<file path="src/common/zx_mem_pkg.sv">
// ============================================================
// ZX Spectrum memory mapper shared definitions
// Bus widths, physical page numbering and the kinds of bus
// cycle that travel from the decode stage to execution
// ============================================================

`default_nettype none

package zx_mem_pkg;

	// ============================================================
	// Bus and page widths
	// ============================================================

	typedef logic [15:0] cpu_addr_t;
	typedef logic [7:0] cpu_data_t;

	// RAM bank n is page n, ROM r is page 40 + r
	typedef logic [6:0] page_t;

	// Offset inside one 16K page
	typedef logic [13:0] offset_t;

	// ============================================================
	// Cycle classification
	// ============================================================

	typedef enum logic [2:0] {
		mem_read,
		mem_write,
		port_7ffd,
		port_1ffd,
		port_fe,
		io_other
	} cycle_kind_t;

	// ============================================================
	// Fixed page numbers
	// ============================================================

	localparam page_t ROM_PAGE_BASE = 7'd40;

	localparam page_t SCREEN_NORMAL_BANK = 7'd5;
	localparam page_t SCREEN_SHADOW_BANK = 7'd7;

	// Banks seen at 4000 and 8000 in the normal map
	localparam page_t FIXED_BANK_SEG1 = 7'd5;
	localparam page_t FIXED_BANK_SEG2 = 7'd2;

endpackage

`default_nettype wire

</file>
<file path="src/mapper/cycle_decode.sv">
// ============================================================
// Mapper decode stage
// Classifies each CPU bus request as a memory cycle or one of
// the paging and ULA port writes, and registers it for the
// execute stage
// ============================================================

`timescale 1ns/1ps
`default_nettype none

module cycle_decode #(
	parameter bit PLUS3 = 1'b0
) (
	input  wire                    clk_sys,
	input  wire                    reset,

	input  wire                    req_valid,
	output logic                   req_ready,
	input  wire                    req_io,
	input  wire                    req_write,
	input  zx_mem_pkg::cpu_addr_t  req_addr,
	input  zx_mem_pkg::cpu_data_t  req_wdata,

	output logic                   dec_valid,
	input  wire                    dec_ready,
	output zx_mem_pkg::cycle_kind_t dec_kind,
	output zx_mem_pkg::cpu_addr_t  dec_addr,
	output zx_mem_pkg::cpu_data_t  dec_data
);

	logic                    hit_7ffd;
	logic                    hit_1ffd;
	logic                    hit_fe;
	zx_mem_pkg::cycle_kind_t kind;

	// Partial port decode of the board
	assign hit_7ffd = ~req_addr[15] & ~req_addr[1] & (req_addr[14] | ~PLUS3);
	assign hit_1ffd = PLUS3 & req_addr[12] & ~req_addr[13] & ~req_addr[14] &
		~req_addr[15] & ~req_addr[1];
	assign hit_fe = ~req_addr[0];

	always_comb begin
		if (!req_io) begin
			kind = req_write ? zx_mem_pkg::mem_write : zx_mem_pkg::mem_read;
		end else if (!req_write) begin
			// I/O reads carry no effect here
			kind = zx_mem_pkg::io_other;
		end else if (hit_7ffd) begin
			kind = zx_mem_pkg::port_7ffd;
		end else if (hit_1ffd) begin
			kind = zx_mem_pkg::port_1ffd;
		end else if (hit_fe) begin
			kind = zx_mem_pkg::port_fe;
		end else begin
			kind = zx_mem_pkg::io_other;
		end
	end

	// One-entry register, refilled when empty or draining
	assign req_ready = ~dec_valid | dec_ready;

	always_ff @(posedge clk_sys) begin
		if (reset) begin
			dec_valid <= 1'b0;
		end else if (req_ready) begin
			dec_valid <= req_valid;
		end
	end

	always_ff @(posedge clk_sys) begin
		if (req_valid && req_ready) begin
			dec_kind <= kind;
			dec_addr <= req_addr;
			dec_data <= req_wdata;
		end
	end

endmodule

`default_nettype wire

</file>
<file path="src/mapper/page_result.sv">
// ============================================================
// Mapper result stage
// Applies ROM write protection and holds one response until
// the consumer takes it
// ============================================================

`timescale 1ns/1ps
`default_nettype none

module page_result (
	input  wire                   clk_sys,
	input  wire                   reset,

	input  wire                   ex_valid,
	output logic                  ex_ready,
	input  zx_mem_pkg::page_t     ex_page,
	input  zx_mem_pkg::offset_t   ex_offset,
	input  wire                   ex_write,
	input  wire                   ex_rom,
	input  zx_mem_pkg::cpu_data_t ex_data,

	output logic                  rsp_valid,
	input  wire                   rsp_ready,
	output zx_mem_pkg::page_t     rsp_page,
	output zx_mem_pkg::offset_t   rsp_offset,
	output logic                  rsp_write,
	output zx_mem_pkg::cpu_data_t rsp_wdata
);

	logic load;

	// Refill when empty or when the held response leaves
	assign ex_ready = ~rsp_valid | rsp_ready;
	assign load     = ex_valid & ex_ready;

	always_ff @(posedge clk_sys) begin
		if (reset) begin
			rsp_valid <= 1'b0;
		end else if (ex_ready) begin
			rsp_valid <= ex_valid;
		end
	end

	always_ff @(posedge clk_sys) begin
		if (load) begin
			rsp_page   <= ex_page;
			rsp_offset <= ex_offset;
			// Writes into ROM pages are dropped
			rsp_write  <= ex_write & ~ex_rom;
			rsp_wdata  <= ex_data;
		end
	end

endmodule

`default_nettype wire

</file>
<file path="src/mapper/paging_execute.sv">
// ============================================================
// Mapper execute stage
// Holds the 7FFD and 1FFD paging registers and the ULA latch,
// consumes port writes and turns each memory cycle into a
// physical page and offset
// ============================================================

`timescale 1ns/1ps
`default_nettype none

module paging_execute #(
	parameter bit PLUS3 = 1'b0
) (
	input  wire                     clk_sys,
	input  wire                     reset,

	input  wire                     dec_valid,
	output logic                    dec_ready,
	input  zx_mem_pkg::cycle_kind_t dec_kind,
	input  zx_mem_pkg::cpu_addr_t   dec_addr,
	input  zx_mem_pkg::cpu_data_t   dec_data,

	output logic                    ex_valid,
	input  wire                     ex_ready,
	output zx_mem_pkg::page_t       ex_page,
	output zx_mem_pkg::offset_t     ex_offset,
	output logic                    ex_write,
	output logic                    ex_rom,
	output zx_mem_pkg::cpu_data_t   ex_data,

	output logic [2:0]              border,
	output logic                    ear,
	output logic                    mic
	,
	output zx_mem_pkg::page_t       screen_bank
);

	// 7FFD bits 5..0 and 1FFD bits 2..0 are all the map needs
	logic [5:0]        reg_7ffd;
	logic [2:0]        reg_1ffd;
	logic              locked;
	logic              special;
	logic              accept;
	logic              is_mem;
	logic [1:0]        seg;
	logic [2:0]        rom_num;
	logic [2:0]        bank;
	logic              rom_hit;
	zx_mem_pkg::page_t page;

	assign locked  = reg_7ffd[5];
	assign special = PLUS3 & reg_1ffd[0];
	assign seg     = dec_addr[15:14];

	assign accept = dec_valid & dec_ready;
	assign is_mem = (dec_kind == zx_mem_pkg::mem_read) ||
		(dec_kind == zx_mem_pkg::mem_write);

	assign dec_ready = ~ex_valid | ex_ready;

	// ============================================================
	// Page resolution
	// ============================================================

	assign rom_num = PLUS3 ? {1'b0, reg_1ffd[2], reg_7ffd[4]} : {2'b11, reg_7ffd[4]};

	always_comb begin
		bank    = 3'd0;
		rom_hit = 1'b0;
		if (special) begin
			// All-RAM configurations picked by 1FFD bits 2..1
			case (reg_1ffd[2:1])
				2'd0:    bank = {1'b0, seg};
				2'd1:    bank = {1'b1, seg};
				2'd2:    bank = (seg == 2'd3) ? 3'd3 : {1'b1, seg};
				default: begin
					case (seg)
						2'd0:    bank = 3'd4;
						2'd1:    bank = 3'd7;
						2'd2:    bank = 3'd6;
						default: bank = 3'd3;
					endcase
				end
			endcase
			page = zx_mem_pkg::page_t'(bank);
		end else begin
			case (seg)
				2'd0: begin
					rom_hit = 1'b1;
					page    = zx_mem_pkg::ROM_PAGE_BASE + zx_mem_pkg::page_t'(rom_num);
				end
				2'd1:    page = zx_mem_pkg::FIXED_BANK_SEG1;
				2'd2:    page = zx_mem_pkg::FIXED_BANK_SEG2;
				default: page = zx_mem_pkg::page_t'(reg_7ffd[2:0]);
			endcase
		end
	end

	// ============================================================
	// Paging registers and ULA latch
	// ============================================================

	always_ff @(posedge clk_sys) begin
		if (reset) begin
			reg_7ffd <= '0;
			reg_1ffd <= '0;
			border   <= '0;
			ear      <= 1'b0;
			mic      <= 1'b0;
		end else if (accept) begin
			if (dec_kind == zx_mem_pkg::port_7ffd && !locked) begin
				reg_7ffd <= dec_data[5:0];
			end
			if (dec_kind == zx_mem_pkg::port_1ffd && !locked) begin
				reg_1ffd <= dec_data[2:0];
			end
			if (dec_kind == zx_mem_pkg::port_fe) begin
				border <= dec_data[2:0];
				ear    <= dec_data[4];
				mic    <= dec_data[3];
			end
		end
	end

	assign screen_bank = reg_7ffd[3] ? zx_mem_pkg::SCREEN_SHADOW_BANK :
		zx_mem_pkg::SCREEN_NORMAL_BANK;

	// Only memory cycles move on
	always_ff @(posedge clk_sys) begin
		if (reset) begin
			ex_valid <= 1'b0;
		end else if (accept) begin
			ex_valid <= is_mem;
		end else if (ex_ready) begin
			ex_valid <= 1'b0;
		end
	end

	always_ff @(posedge clk_sys) begin
		if (accept && is_mem) begin
			ex_page   <= page;
			ex_offset <= dec_addr[13:0];
			ex_write  <= (dec_kind == zx_mem_pkg::mem_write);
			ex_rom    <= rom_hit;
			ex_data   <= dec_data;
		end
	end

endmodule

`default_nettype wire

</file>
<file path="src/rtl/zx_memory_mapper.sv">
// ============================================================
// ZX Spectrum memory mapper
// Three-stage pipeline: decode, paging execute and result.
// PLUS3 selects 128K or +3 paging behaviour
// ============================================================

`timescale 1ns/1ps
`default_nettype none

module zx_memory_mapper #(
	parameter bit PLUS3 = 1'b0
) (
	input  wire                   clk_sys,
	input  wire                   reset,

	input  wire                   req_valid,
	output logic                  req_ready,
	input  wire                   req_io,
	input  wire                   req_write,
	input  zx_mem_pkg::cpu_addr_t req_addr,
	input  zx_mem_pkg::cpu_data_t req_wdata,

	output logic                  rsp_valid,
	input  wire                   rsp_ready,
	output zx_mem_pkg::page_t     rsp_page,
	output zx_mem_pkg::offset_t   rsp_offset,
	output logic                  rsp_write,
	output zx_mem_pkg::cpu_data_t rsp_wdata,

	output logic [2:0]            border,
	output logic                  ear,
	output logic                  mic,
	output zx_mem_pkg::page_t     screen_bank
);

	// Decode to execute
	logic                    dec_valid;
	logic                    dec_ready;
	zx_mem_pkg::cycle_kind_t dec_kind;
	zx_mem_pkg::cpu_addr_t   dec_addr;
	zx_mem_pkg::cpu_data_t   dec_data;

	// Execute to result
	logic                    ex_valid;
	logic                    ex_ready;
	zx_mem_pkg::page_t       ex_page;
	zx_mem_pkg::offset_t     ex_offset;
	logic                    ex_write;
	logic                    ex_rom;
	zx_mem_pkg::cpu_data_t   ex_data;

	cycle_decode #(
		.PLUS3 (PLUS3)
	) i_cycle_decode (
		.clk_sys   (clk_sys),
		.reset     (reset),
		.req_valid (req_valid),
		.req_ready (req_ready),
		.req_io    (req_io),
		.req_write (req_write),
		.req_addr  (req_addr),
		.req_wdata (req_wdata),
		.dec_valid (dec_valid),
		.dec_ready (dec_ready),
		.dec_kind  (dec_kind),
		.dec_addr  (dec_addr),
		.dec_data  (dec_data)
	);

	paging_execute #(
		.PLUS3 (PLUS3)
	) i_paging_execute (
		.clk_sys     (clk_sys),
		.reset       (reset),
		.dec_valid   (dec_valid),
		.dec_ready   (dec_ready),
		.dec_kind    (dec_kind),
		.dec_addr    (dec_addr),
		.dec_data    (dec_data),
		.ex_valid    (ex_valid),
		.ex_ready    (ex_ready),
		.ex_page     (ex_page),
		.ex_offset   (ex_offset),
		.ex_write    (ex_write),
		.ex_rom      (ex_rom),
		.ex_data     (ex_data),
		.border      (border),
		.ear         (ear),
		.mic         (mic),
		.screen_bank (screen_bank)
	);

	page_result i_page_result (
		.clk_sys    (clk_sys),
		.reset      (reset),
		.ex_valid   (ex_valid),
		.ex_ready   (ex_ready),
		.ex_page    (ex_page),
		.ex_offset  (ex_offset),
		.ex_write   (ex_write),
		.ex_rom     (ex_rom),
		.ex_data    (ex_data),
		.rsp_valid  (rsp_valid),
		.rsp_ready  (rsp_ready),
		.rsp_page   (rsp_page),
		.rsp_offset (rsp_offset),
		.rsp_write  (rsp_write),
		.rsp_wdata  (rsp_wdata)
	);

endmodule

`default_nettype wire

</file>
<file path="config.mk">
export PLATFORM = sky130hd
export DESIGN_NAME = zx_memory_mapper
export DESIGN_NICKNAME = d
export VERILOG_FILES = /design/src/common/zx_mem_pkg.sv /design/src/mapper/cycle_decode.sv /design/src/mapper/page_result.sv /design/src/mapper/paging_execute.sv /design/src/rtl/zx_memory_mapper.sv
export SDC_FILE = /design/constraint.sdc
export NUM_CORES = 1
export LEC_CHECK = 0
export ABC_AREA = 1
export CELL_PAD_IN_SITES_DETAIL_PLACEMENT = 0
export CELL_PAD_IN_SITES_GLOBAL_PLACEMENT = 2
export CORE_AREA = 5 5 99 101
export CTS_CLUSTER_DIAMETER = 60
export DETAILED_ROUTE_END_ITERATION = 7
export DIE_AREA = 0 0 104 106
export DONT_BUFFER_PORTS = 1
export GPL_ROUTABILITY_DRIVEN = 0
export HOLD_SLACK_MARGIN = 0.12
export PLACE_DENSITY = 0.74
export SLEW_MARGIN = 20
export SYNTH_ARGS = -nofsm -noshare
export SYNTH_HDL_FRONTEND = slang
export SYNTH_SLANG_ARGS = --single-unit
</file>
<file path="constraint.sdc">
create_clock -name clk_sys -period 2.8 [get_ports clk_sys]
set_input_delay 0.14 -clock clk_sys [delete_from_list [all_inputs] [get_ports clk_sys]]
set_output_delay 0.14 -clock clk_sys [all_outputs]
set_load 0.02 [all_outputs]
</file>
==> reports/results.ini, run 1 <==
[outcome]
outcome = completed

[setup_path]
timing.reg2reg.worst_path_depth = 4
reg2reg_capture_point = i_paging_execute.ex_data[1]$_DFFE_PP_
cp-end-kind = register
r2r_setup_slack_ns = 1.00
crit_start = i_page_result.rsp_valid$_SDFFE_PP0P_
regToRegStartpoint = i_page_result.rsp_valid$_SDFFE_PP0P_
critPathLaunchType = register
critical-path-max-stage-delay_ns = 0.44
crit_path_top_delay_cell = sky130_fd_sc_hd__dfxtp_1
path_cells = nand3_2 -> nand2_4 -> nor3_4 -> buf_4
critical_path.max_fanout = 17
worstPathRequired_ns = 2.85
setup.worst_path.class = register to register
cp.arrival_ns = 1.85

[route]
antenna_violating_nets_post_route = 0
post-route-drc-count = 0
route.final.wire_length_um = 5001
route.vias.total = 1538
drt-wirelength-per-cell_um = 13.78
first_iter_violations = 55
drt-pass1-iter-count = 4
drt_via_density = 4.237

[clock_network]
clockBufferDepth = 2
clock_latency_ns = 0.36
worst_setup_hold_path_clk_slew_ns = 0.09
clockRootBuffer = sky130_fd_sc_hd__clkbuf_8
cts_tree = yes
cts_setup_buffers = 0
clock-sinks = 95
cts_htree_levels = 3
cts-buffers-inserted = 9

[timing]
fin_setup_tns_ns = 0
setup_viol = 0
max_freq_mhz = 555.6
hold_viol = 0
slew_headroom = 0.4397
grt_setup_unrepaired = false
worst_pin_slew_ns = 0.8386
min_period_ns = 1.800
finalCritPeriodShare = 0.6428
finClkSkew_ns = 0.01130
finalMaxSlewViolations = 0

[grt]
antenna_found_initial = 0
grt.overflow.total = 0
grt_first_pass_wirelength_um = 8162
first_global_vias = 1675
maximum_number_of_pins_on_one_net_before_global_route_repair = 28
global_route.usage.total = 0.09664

[cells_and_area]
layout_common_cells = sky130_fd_sc_hd__edfxtp_1 (81), sky130_fd_sc_hd__dlygate4sd3_1 (31), sky130_fd_sc_hd__nor2_1 (28)
final_nets = 277
layout_stage_area_growth_over_the_synthesis_result_pct = 18.63
insertedDiodeCount = 0
stdcell_count = 363
most_common_cell_after_layout_fill_and_taps_aside = sky130_fd_sc_hd__edfxtp_1
share_of_post_route_cells_with_drive_strength_above_1 = 0.1190

[power_and_ir_drop]
cellPowerDensity_nw_per_um2 = 655.5
report.power.total_mw = 2.533
power.leakage_nw = 1.421
max-vdd-ir-drop_mv = 0.1831

[placed_design]
detailed_place_hpwl_um = 3543
buffer_ports.inserted = 0
post_placement_cell_count = 316

[synthesis]
synth.lib_cells_used.distinct = 21
yosys-top-cells-area = sky130_fd_sc_hd__edfxtp_1 (75%), sky130_fd_sc_hd__dfxtp_1 (8.6%), sky130_fd_sc_hd__nor2_1 (3.2%)
netlist_instances = 208
yosys.area.top_type = sky130_fd_sc_hd__edfxtp_1
post_synthesis_mean_instance_area_um2 = 15.66
synth.yosys.warnings = 0
synth_sequential_area_ratio = 0.8326
synth_largest_type_area_fraction = 0.7465
ys_ff_latch = 95
mappedNetlistArea_um2 = 3258

[die]
die_width_um = 104
die_area_um2 = 11020
rows = 35
io_pins = 74
core_area_um2 = 8934
chipHeight_um = 106
initial_utilization = 0.3647

[hold_path]
holdPathEnd = i_cycle_decode.dec_data[4]$_DFFE_PP_
min-delay-path-class = primary input to register
hold_depth = 1
holdCritStartpoint = req_wdata[4]

[run]
max-cap-violations = 0

==> synthesized netlist by cell type <==
| master | instances |
|---|---|
| sky130_fd_sc_hd__nand2_4 | 1 |
| sky130_fd_sc_hd__nand3_1 | 6 |
| sky130_fd_sc_hd__a31oi_1 | 1 |
| sky130_fd_sc_hd__nand4_1 | 2 |
| sky130_fd_sc_hd__a21oi_1 | 5 |
| sky130_fd_sc_hd__nor2_4 | 1 |
| sky130_fd_sc_hd__inv_4 | 1 |
| sky130_fd_sc_hd__nand2_1 | 27 |
| sky130_fd_sc_hd__dfxtp_1 | 14 |
| sky130_fd_sc_hd__inv_1 | 18 |
| sky130_fd_sc_hd__edfxtp_1 | 81 |
| sky130_fd_sc_hd__nor2_8 | 2 |
| sky130_fd_sc_hd__inv_2 | 3 |
| sky130_fd_sc_hd__nand2_2 | 1 |
| sky130_fd_sc_hd__nor3_1 | 2 |
| sky130_fd_sc_hd__clkbuf_1 | 1 |
| sky130_fd_sc_hd__buf_4 | 10 |
| sky130_fd_sc_hd__nand3_2 | 1 |
| sky130_fd_sc_hd__o21ai_0 | 1 |
| sky130_fd_sc_hd__conb_1 | 2 |
| sky130_fd_sc_hd__nor2_1 | 28 |
==> worst max-delay path by stage <==
stage          slack [ns]                                        to  cells past startpoint
4_1_cts              0.94     i_paging_execute.ex_data[1]$_DFFE_PP_                      4
6_report             1.00     i_paging_execute.ex_data[1]$_DFFE_PP_                      4
3_3_place_gp         0.98  i_paging_execute.ex_offset[12]$_DFFE_PP_                      4
5_1_grt              0.88     i_paging_execute.ex_data[0]$_DFFE_PP_                      4
3_5_place_dp         0.96  i_paging_execute.ex_offset[12]$_DFFE_PP_                      4
2_1_floorplan        0.58     i_page_result.rsp_offset[0]$_DFFE_PP_                      1
==> sequential cells by signal, summed over array words and instances (netlist names), 3 cells and up <==
name	cells
i_page_result.rsp_offset	14
i_cycle_decode.dec_addr	16
i_paging_execute.ex_page	4
i_page_result.rsp_page	4
i_paging_execute.ex_offset	14
i_paging_execute.reg_7ffd	6
i_cycle_decode.dec_kind	3
i_page_result.rsp_wdata	8
i_cycle_decode.dec_data	8
i_paging_execute.ex_data	8
i_paging_execute.border	3
==> power breakdown <==
group          total, mW  switching, mW  internal, mW
logic              0.113         0.0663        0.0464
clock network      0.809          0.475         0.334
registers           1.61         0.0303          1.58
==> timing repair <==
action,CTS,global route
gates resized for setup,0,0
hold buffers,31,0
endpoints found under the setup margin,0,0
endpoints found under the hold margin,41,0
==> critical path: cells and delay by family (launching register included) <==
family | cells | cell delay (ns)
DFF | 1 | 0.44
and+or+nand+nor | 3 | 0.73
buffers and inverters | 1 | 0.33
==> area by class of cell <==
class / instances / area [µm²]
tap: 111 / 138.9
clock inverter: 7 / 52.55
fill: 826 / 5069
multi-input combinational: 86 / 426.7
sequential: 95 / 2713
inverter: 22 / 85.08
timing repair buffer: 33 / 325.3
clock buffer: 9 / 123.9
==> metal layers <==
layer,GRT usage,routed length [µm]
met4,0.05828,135
met5,0,0
met3,0.02672,201
met2,0.1639,2520
met1,0.1082,2143
==> metrics by stage <==
step / worst slack [ns] / cell area [µm²] / hold WS, ns / utilization
4_1_cts: 0.9435 / 3865 / 0.3957 / 0.4326
6_report: 1.000 / 3865 / 0.4102 / 0.4326
2_1_floorplan: 0.5763 / 3286 / 0.2091 / -
3_5_place_dp: 0.9602 / 3378 / 0.2160 / 0.3782
3_3_place_gp: 0.9820 / 3378 / 0.2114 / 0.3782
5_1_grt: 0.8756 / 3865 / 0.3872 / 0.4326
==> cells by family after synthesis <==
kind of cell,share of synthesized area
other cells,0.002305
simple gates,0.1037
buf+inv,0.05031
flops,0.8326
compound gates,0.01114
(Power assumes the default switching activity.)
==> run 2, diff against run 1 <==
--- a/config.mk
+++ b/config.mk
@@ -8,14 +8,14 @@
 export ABC_AREA = 1
 export CELL_PAD_IN_SITES_DETAIL_PLACEMENT = 0
 export CELL_PAD_IN_SITES_GLOBAL_PLACEMENT = 2
-export CORE_AREA = 5 5 99 101
+export CORE_AREA = 5 5 95 97
 export CTS_CLUSTER_DIAMETER = 60
 export DETAILED_ROUTE_END_ITERATION = 7
-export DIE_AREA = 0 0 104 106
+export DIE_AREA = 0 0 100 102
 export DONT_BUFFER_PORTS = 1
 export GPL_ROUTABILITY_DRIVEN = 0
 export HOLD_SLACK_MARGIN = 0.12
-export PLACE_DENSITY = 0.74
+export PLACE_DENSITY = 0.77
 export SLEW_MARGIN = 20
 export SYNTH_ARGS = -nofsm -noshare
 export SYNTH_HDL_FRONTEND = slang
==> constraint.sdc (replaced) <==
create_clock -name clk_sys -period 1.7 [get_ports clk_sys]
set_input_delay 0.085 -clock clk_sys [delete_from_list [all_inputs] [get_ports clk_sys]]
set_output_delay 0.085 -clock clk_sys [all_outputs]
set_load 0.02 [all_outputs]
==> run 2 against run 1 <==
Die area decreased by 7.5%. Worst hold slack got worse by 0.060 ns. Global-route usage increased by 1.0 points. Sequential power increased by 65%. Routed wire length increased by 3.3%. Clock power increased by 69%. Total power increased by 67%. Combinational power increased by 74%.
==> reports/results.ini, run 2 (synthesis gave the netlist of run 1 again) <==
[outcome]
outcome = completed

[setup_path]
critPathLaunchType = register
critical_path.max_fanout = 5  ; -12
worstPathRequired_ns = 1.94  ; -0.91 ns
regToRegStartpoint = i_page_result.rsp_valid$_SDFFE_PP0P_
setup.worst_path.class = register to register
reg2reg_capture_point = i_cycle_decode.dec_valid$_SDFFE_PP0P_
cp.arrival_ns = 1.65  ; -0.20 ns
r2r_setup_slack_ns = 0.29  ; -0.71 ns
cp-end-kind = register
timing.reg2reg.worst_path_depth = 4  ; unchanged

[timing]
finClkSkew_ns = 0.01190  ; +0.0006006 ns
max_freq_mhz = 709.2  ; +28%
finalMaxSlewViolations = 0  ; unchanged
fin_setup_tns_ns = 0  ; unchanged
grt_setup_unrepaired = false
min_period_ns = 1.410  ; -0.3898 ns
hold_viol = 0  ; unchanged
setup_viol = 0  ; unchanged
finalCritPeriodShare = 0.8294  ; +0.1866

[route]
route.final.wire_length_um = 5166  ; +3.3%
first_iter_violations = 72  ; +31%
drt-wirelength-per-cell_um = 14.35  ; +4.2%
route.vias.total = 1594  ; +3.6%
drt_via_density = 4.428  ; +4.5%
drt-pass1-iter-count = 4  ; unchanged
post-route-drc-count = 0  ; unchanged
antenna_violating_nets_post_route = 0  ; unchanged

[hold_path]
holdCritStartpoint = req_addr[8]
hold_depth = 1  ; unchanged
holdPathEnd = i_cycle_decode.dec_addr[8]$_DFFE_PP_
min-delay-path-class = primary input to register

[clock_network]
cts_tree = yes
clockRootBuffer = sky130_fd_sc_hd__clkbuf_8
clock-sinks = 95  ; unchanged
cts-buffers-inserted = 9  ; unchanged
clockBufferDepth = 2  ; unchanged
cts_setup_buffers = 0  ; unchanged
cts_htree_levels = 3  ; unchanged
worst_setup_hold_path_clk_slew_ns = 0.10  ; about the same
clock_latency_ns = 0.36  ; about the same

[die]
core_area_um2 = 8051  ; -9.9%
die_area_um2 = 10200  ; -7.5%
die_width_um = 100  ; -3.8%
chipHeight_um = 102  ; -3.8%
rows = 33  ; -5.7%
initial_utilization = 0.4047  ; +0.03996
io_pins = 74  ; unchanged

[cells_and_area]
final_nets = 280  ; +1.1%
layout_stage_area_growth_over_the_synthesis_result_pct = 21.04
most_common_cell_after_layout_fill_and_taps_aside = sky130_fd_sc_hd__edfxtp_1
stdcell_count = 360  ; -0.83%
area.sequential_um2 = 2716  ; +0.14%
layout_common_cells = sky130_fd_sc_hd__edfxtp_1 (81), sky130_fd_sc_hd__dlygate4sd3_1 (32), sky130_fd_sc_hd__nor2_1 (28)
insertedDiodeCount = 0  ; unchanged
multiInputGateArea_um2 = 434.2  ; +1.8%
final.fill_count = 721  ; -13%
top_register = i_cycle_decode.dec_addr
largest_register_ffs = 16  ; unchanged
top_regs = i_cycle_decode.dec_addr (16), i_page_result.rsp_offset (14), i_paging_execute.ex_offset (14)
share_of_post_route_cells_with_drive_strength_above_1 = 0.1255  ; +0.006443

[grt]
grt.overflow.total = 0  ; unchanged
maximum_number_of_pins_on_one_net_before_global_route_repair = 28  ; unchanged
antenna_found_initial = 0  ; unchanged
grt_first_pass_wirelength_um = 8052  ; -1.3%
global_route.usage.total = 0.1066  ; +0.009959
first_global_vias = 1608  ; -4.0%

[placed_design]
detailed_place_hpwl_um = 3437  ; -3.0%
buffer_ports.inserted = 0  ; unchanged
post_placement_cell_count = 312  ; -1.3%

[run]
max-cap-violations = 0  ; unchanged

[power_and_ir_drop]
cellPowerDensity_nw_per_um2 = 1070  ; +63%
power.leakage_nw = 1.444  ; +1.6%
max-vdd-ir-drop_mv = 0.3451  ; +88%

## run 2: what timing repair did
action,CTS,global route
resized for setup,0,0
endpoints found under the hold margin,43,0
hold buffers,32,0
## run 2: power by group
| part | total, mW | leakage (nW) | switching [mW] | internal (mW) |
|---|---|---|---|---|
| clock | 1.37 | 0.0925 | 0.809 | 0.562 |
| sequential | 2.65 | 0.872 | 0.0503 | 2.60 |
| combinational | 0.197 | 0.479 | 0.112 | 0.0844 |
| total | 4.22 | 1.44 | 0.972 | 3.25 |
## run 2: metrics by stage
step | utilization | cell area, µm² | worst slack, ns | hold WS [ns] | power (mW)
2_1_floorplan | - | 3307 | 0.01437 | 0.1444 | 2.815
3_3_place_gp | 0.4266 | 3435 | 0.3831 | 0.1492 | 2.840
3_5_place_dp | 0.4266 | 3435 | 0.3707 | 0.1579 | 2.847
4_1_cts | 0.4898 | 3944 | 0.2850 | 0.3320 | 4.281
5_1_grt | 0.4898 | 3944 | 0.2052 | 0.3282 | 4.394
6_report | 0.4898 | 3944 | 0.2901 | 0.3501 | 4.221
## run 2: worst max-delay path by stage
stage	startpoint	endpoint	cells past startpoint
3_3_place_gp	i_page_result.rsp_valid$_SDFFE_PP0P_	i_paging_execute.ex_offset[5]$_DFFE_PP_	4
5_1_grt	i_page_result.rsp_valid$_SDFFE_PP0P_	i_cycle_decode.dec_valid$_SDFFE_PP0P_	4
3_5_place_dp	i_page_result.rsp_valid$_SDFFE_PP0P_	i_paging_execute.ex_offset[5]$_DFFE_PP_	4
2_1_floorplan	i_page_result.rsp_valid$_SDFFE_PP0P_	i_paging_execute.ex_data[0]$_DFFE_PP_	3
6_report	i_page_result.rsp_valid$_SDFFE_PP0P_	i_cycle_decode.dec_valid$_SDFFE_PP0P_	4
4_1_cts	i_page_result.rsp_valid$_SDFFE_PP0P_	i_cycle_decode.dec_valid$_SDFFE_PP0P_	4
## run 2: cell type report
class | instances | area share
flip-flops and latches | 95 | 0.6888
clock inverters | 7 | 0.01650
clock buffers | 9 | 0.03141
multi-input cells | 86 | 0.1101
inverters | 22 | 0.02157
well taps | 105 | 0.03331
repair buffers | 36 | 0.09835
## run 2: routing by layer
| metal | track usage | share of wire | vias up |
|---|---|---|---|
| met5 | 0 | 0 | - |
| met3 | 0.03140 | 0.058 | 9 |
| met2 | 0.1755 | 0.51 | 45 |
| met4 | 0.06839 | 0.022 | 0 |
| li1 | - | - | 778 |
| met1 | 0.1223 | 0.41 | 762 |
## run 2: worst max-delay path, stage by stage, from the launching register on
cell	delay [ns]
sky130_fd_sc_hd__dfxtp_4	0.44
sky130_fd_sc_hd__nand4_1	0.15
sky130_fd_sc_hd__nand2_1	0.11
sky130_fd_sc_hd__dlygate4sd3_1	0.55
sky130_fd_sc_hd__a21oi_1	0.06
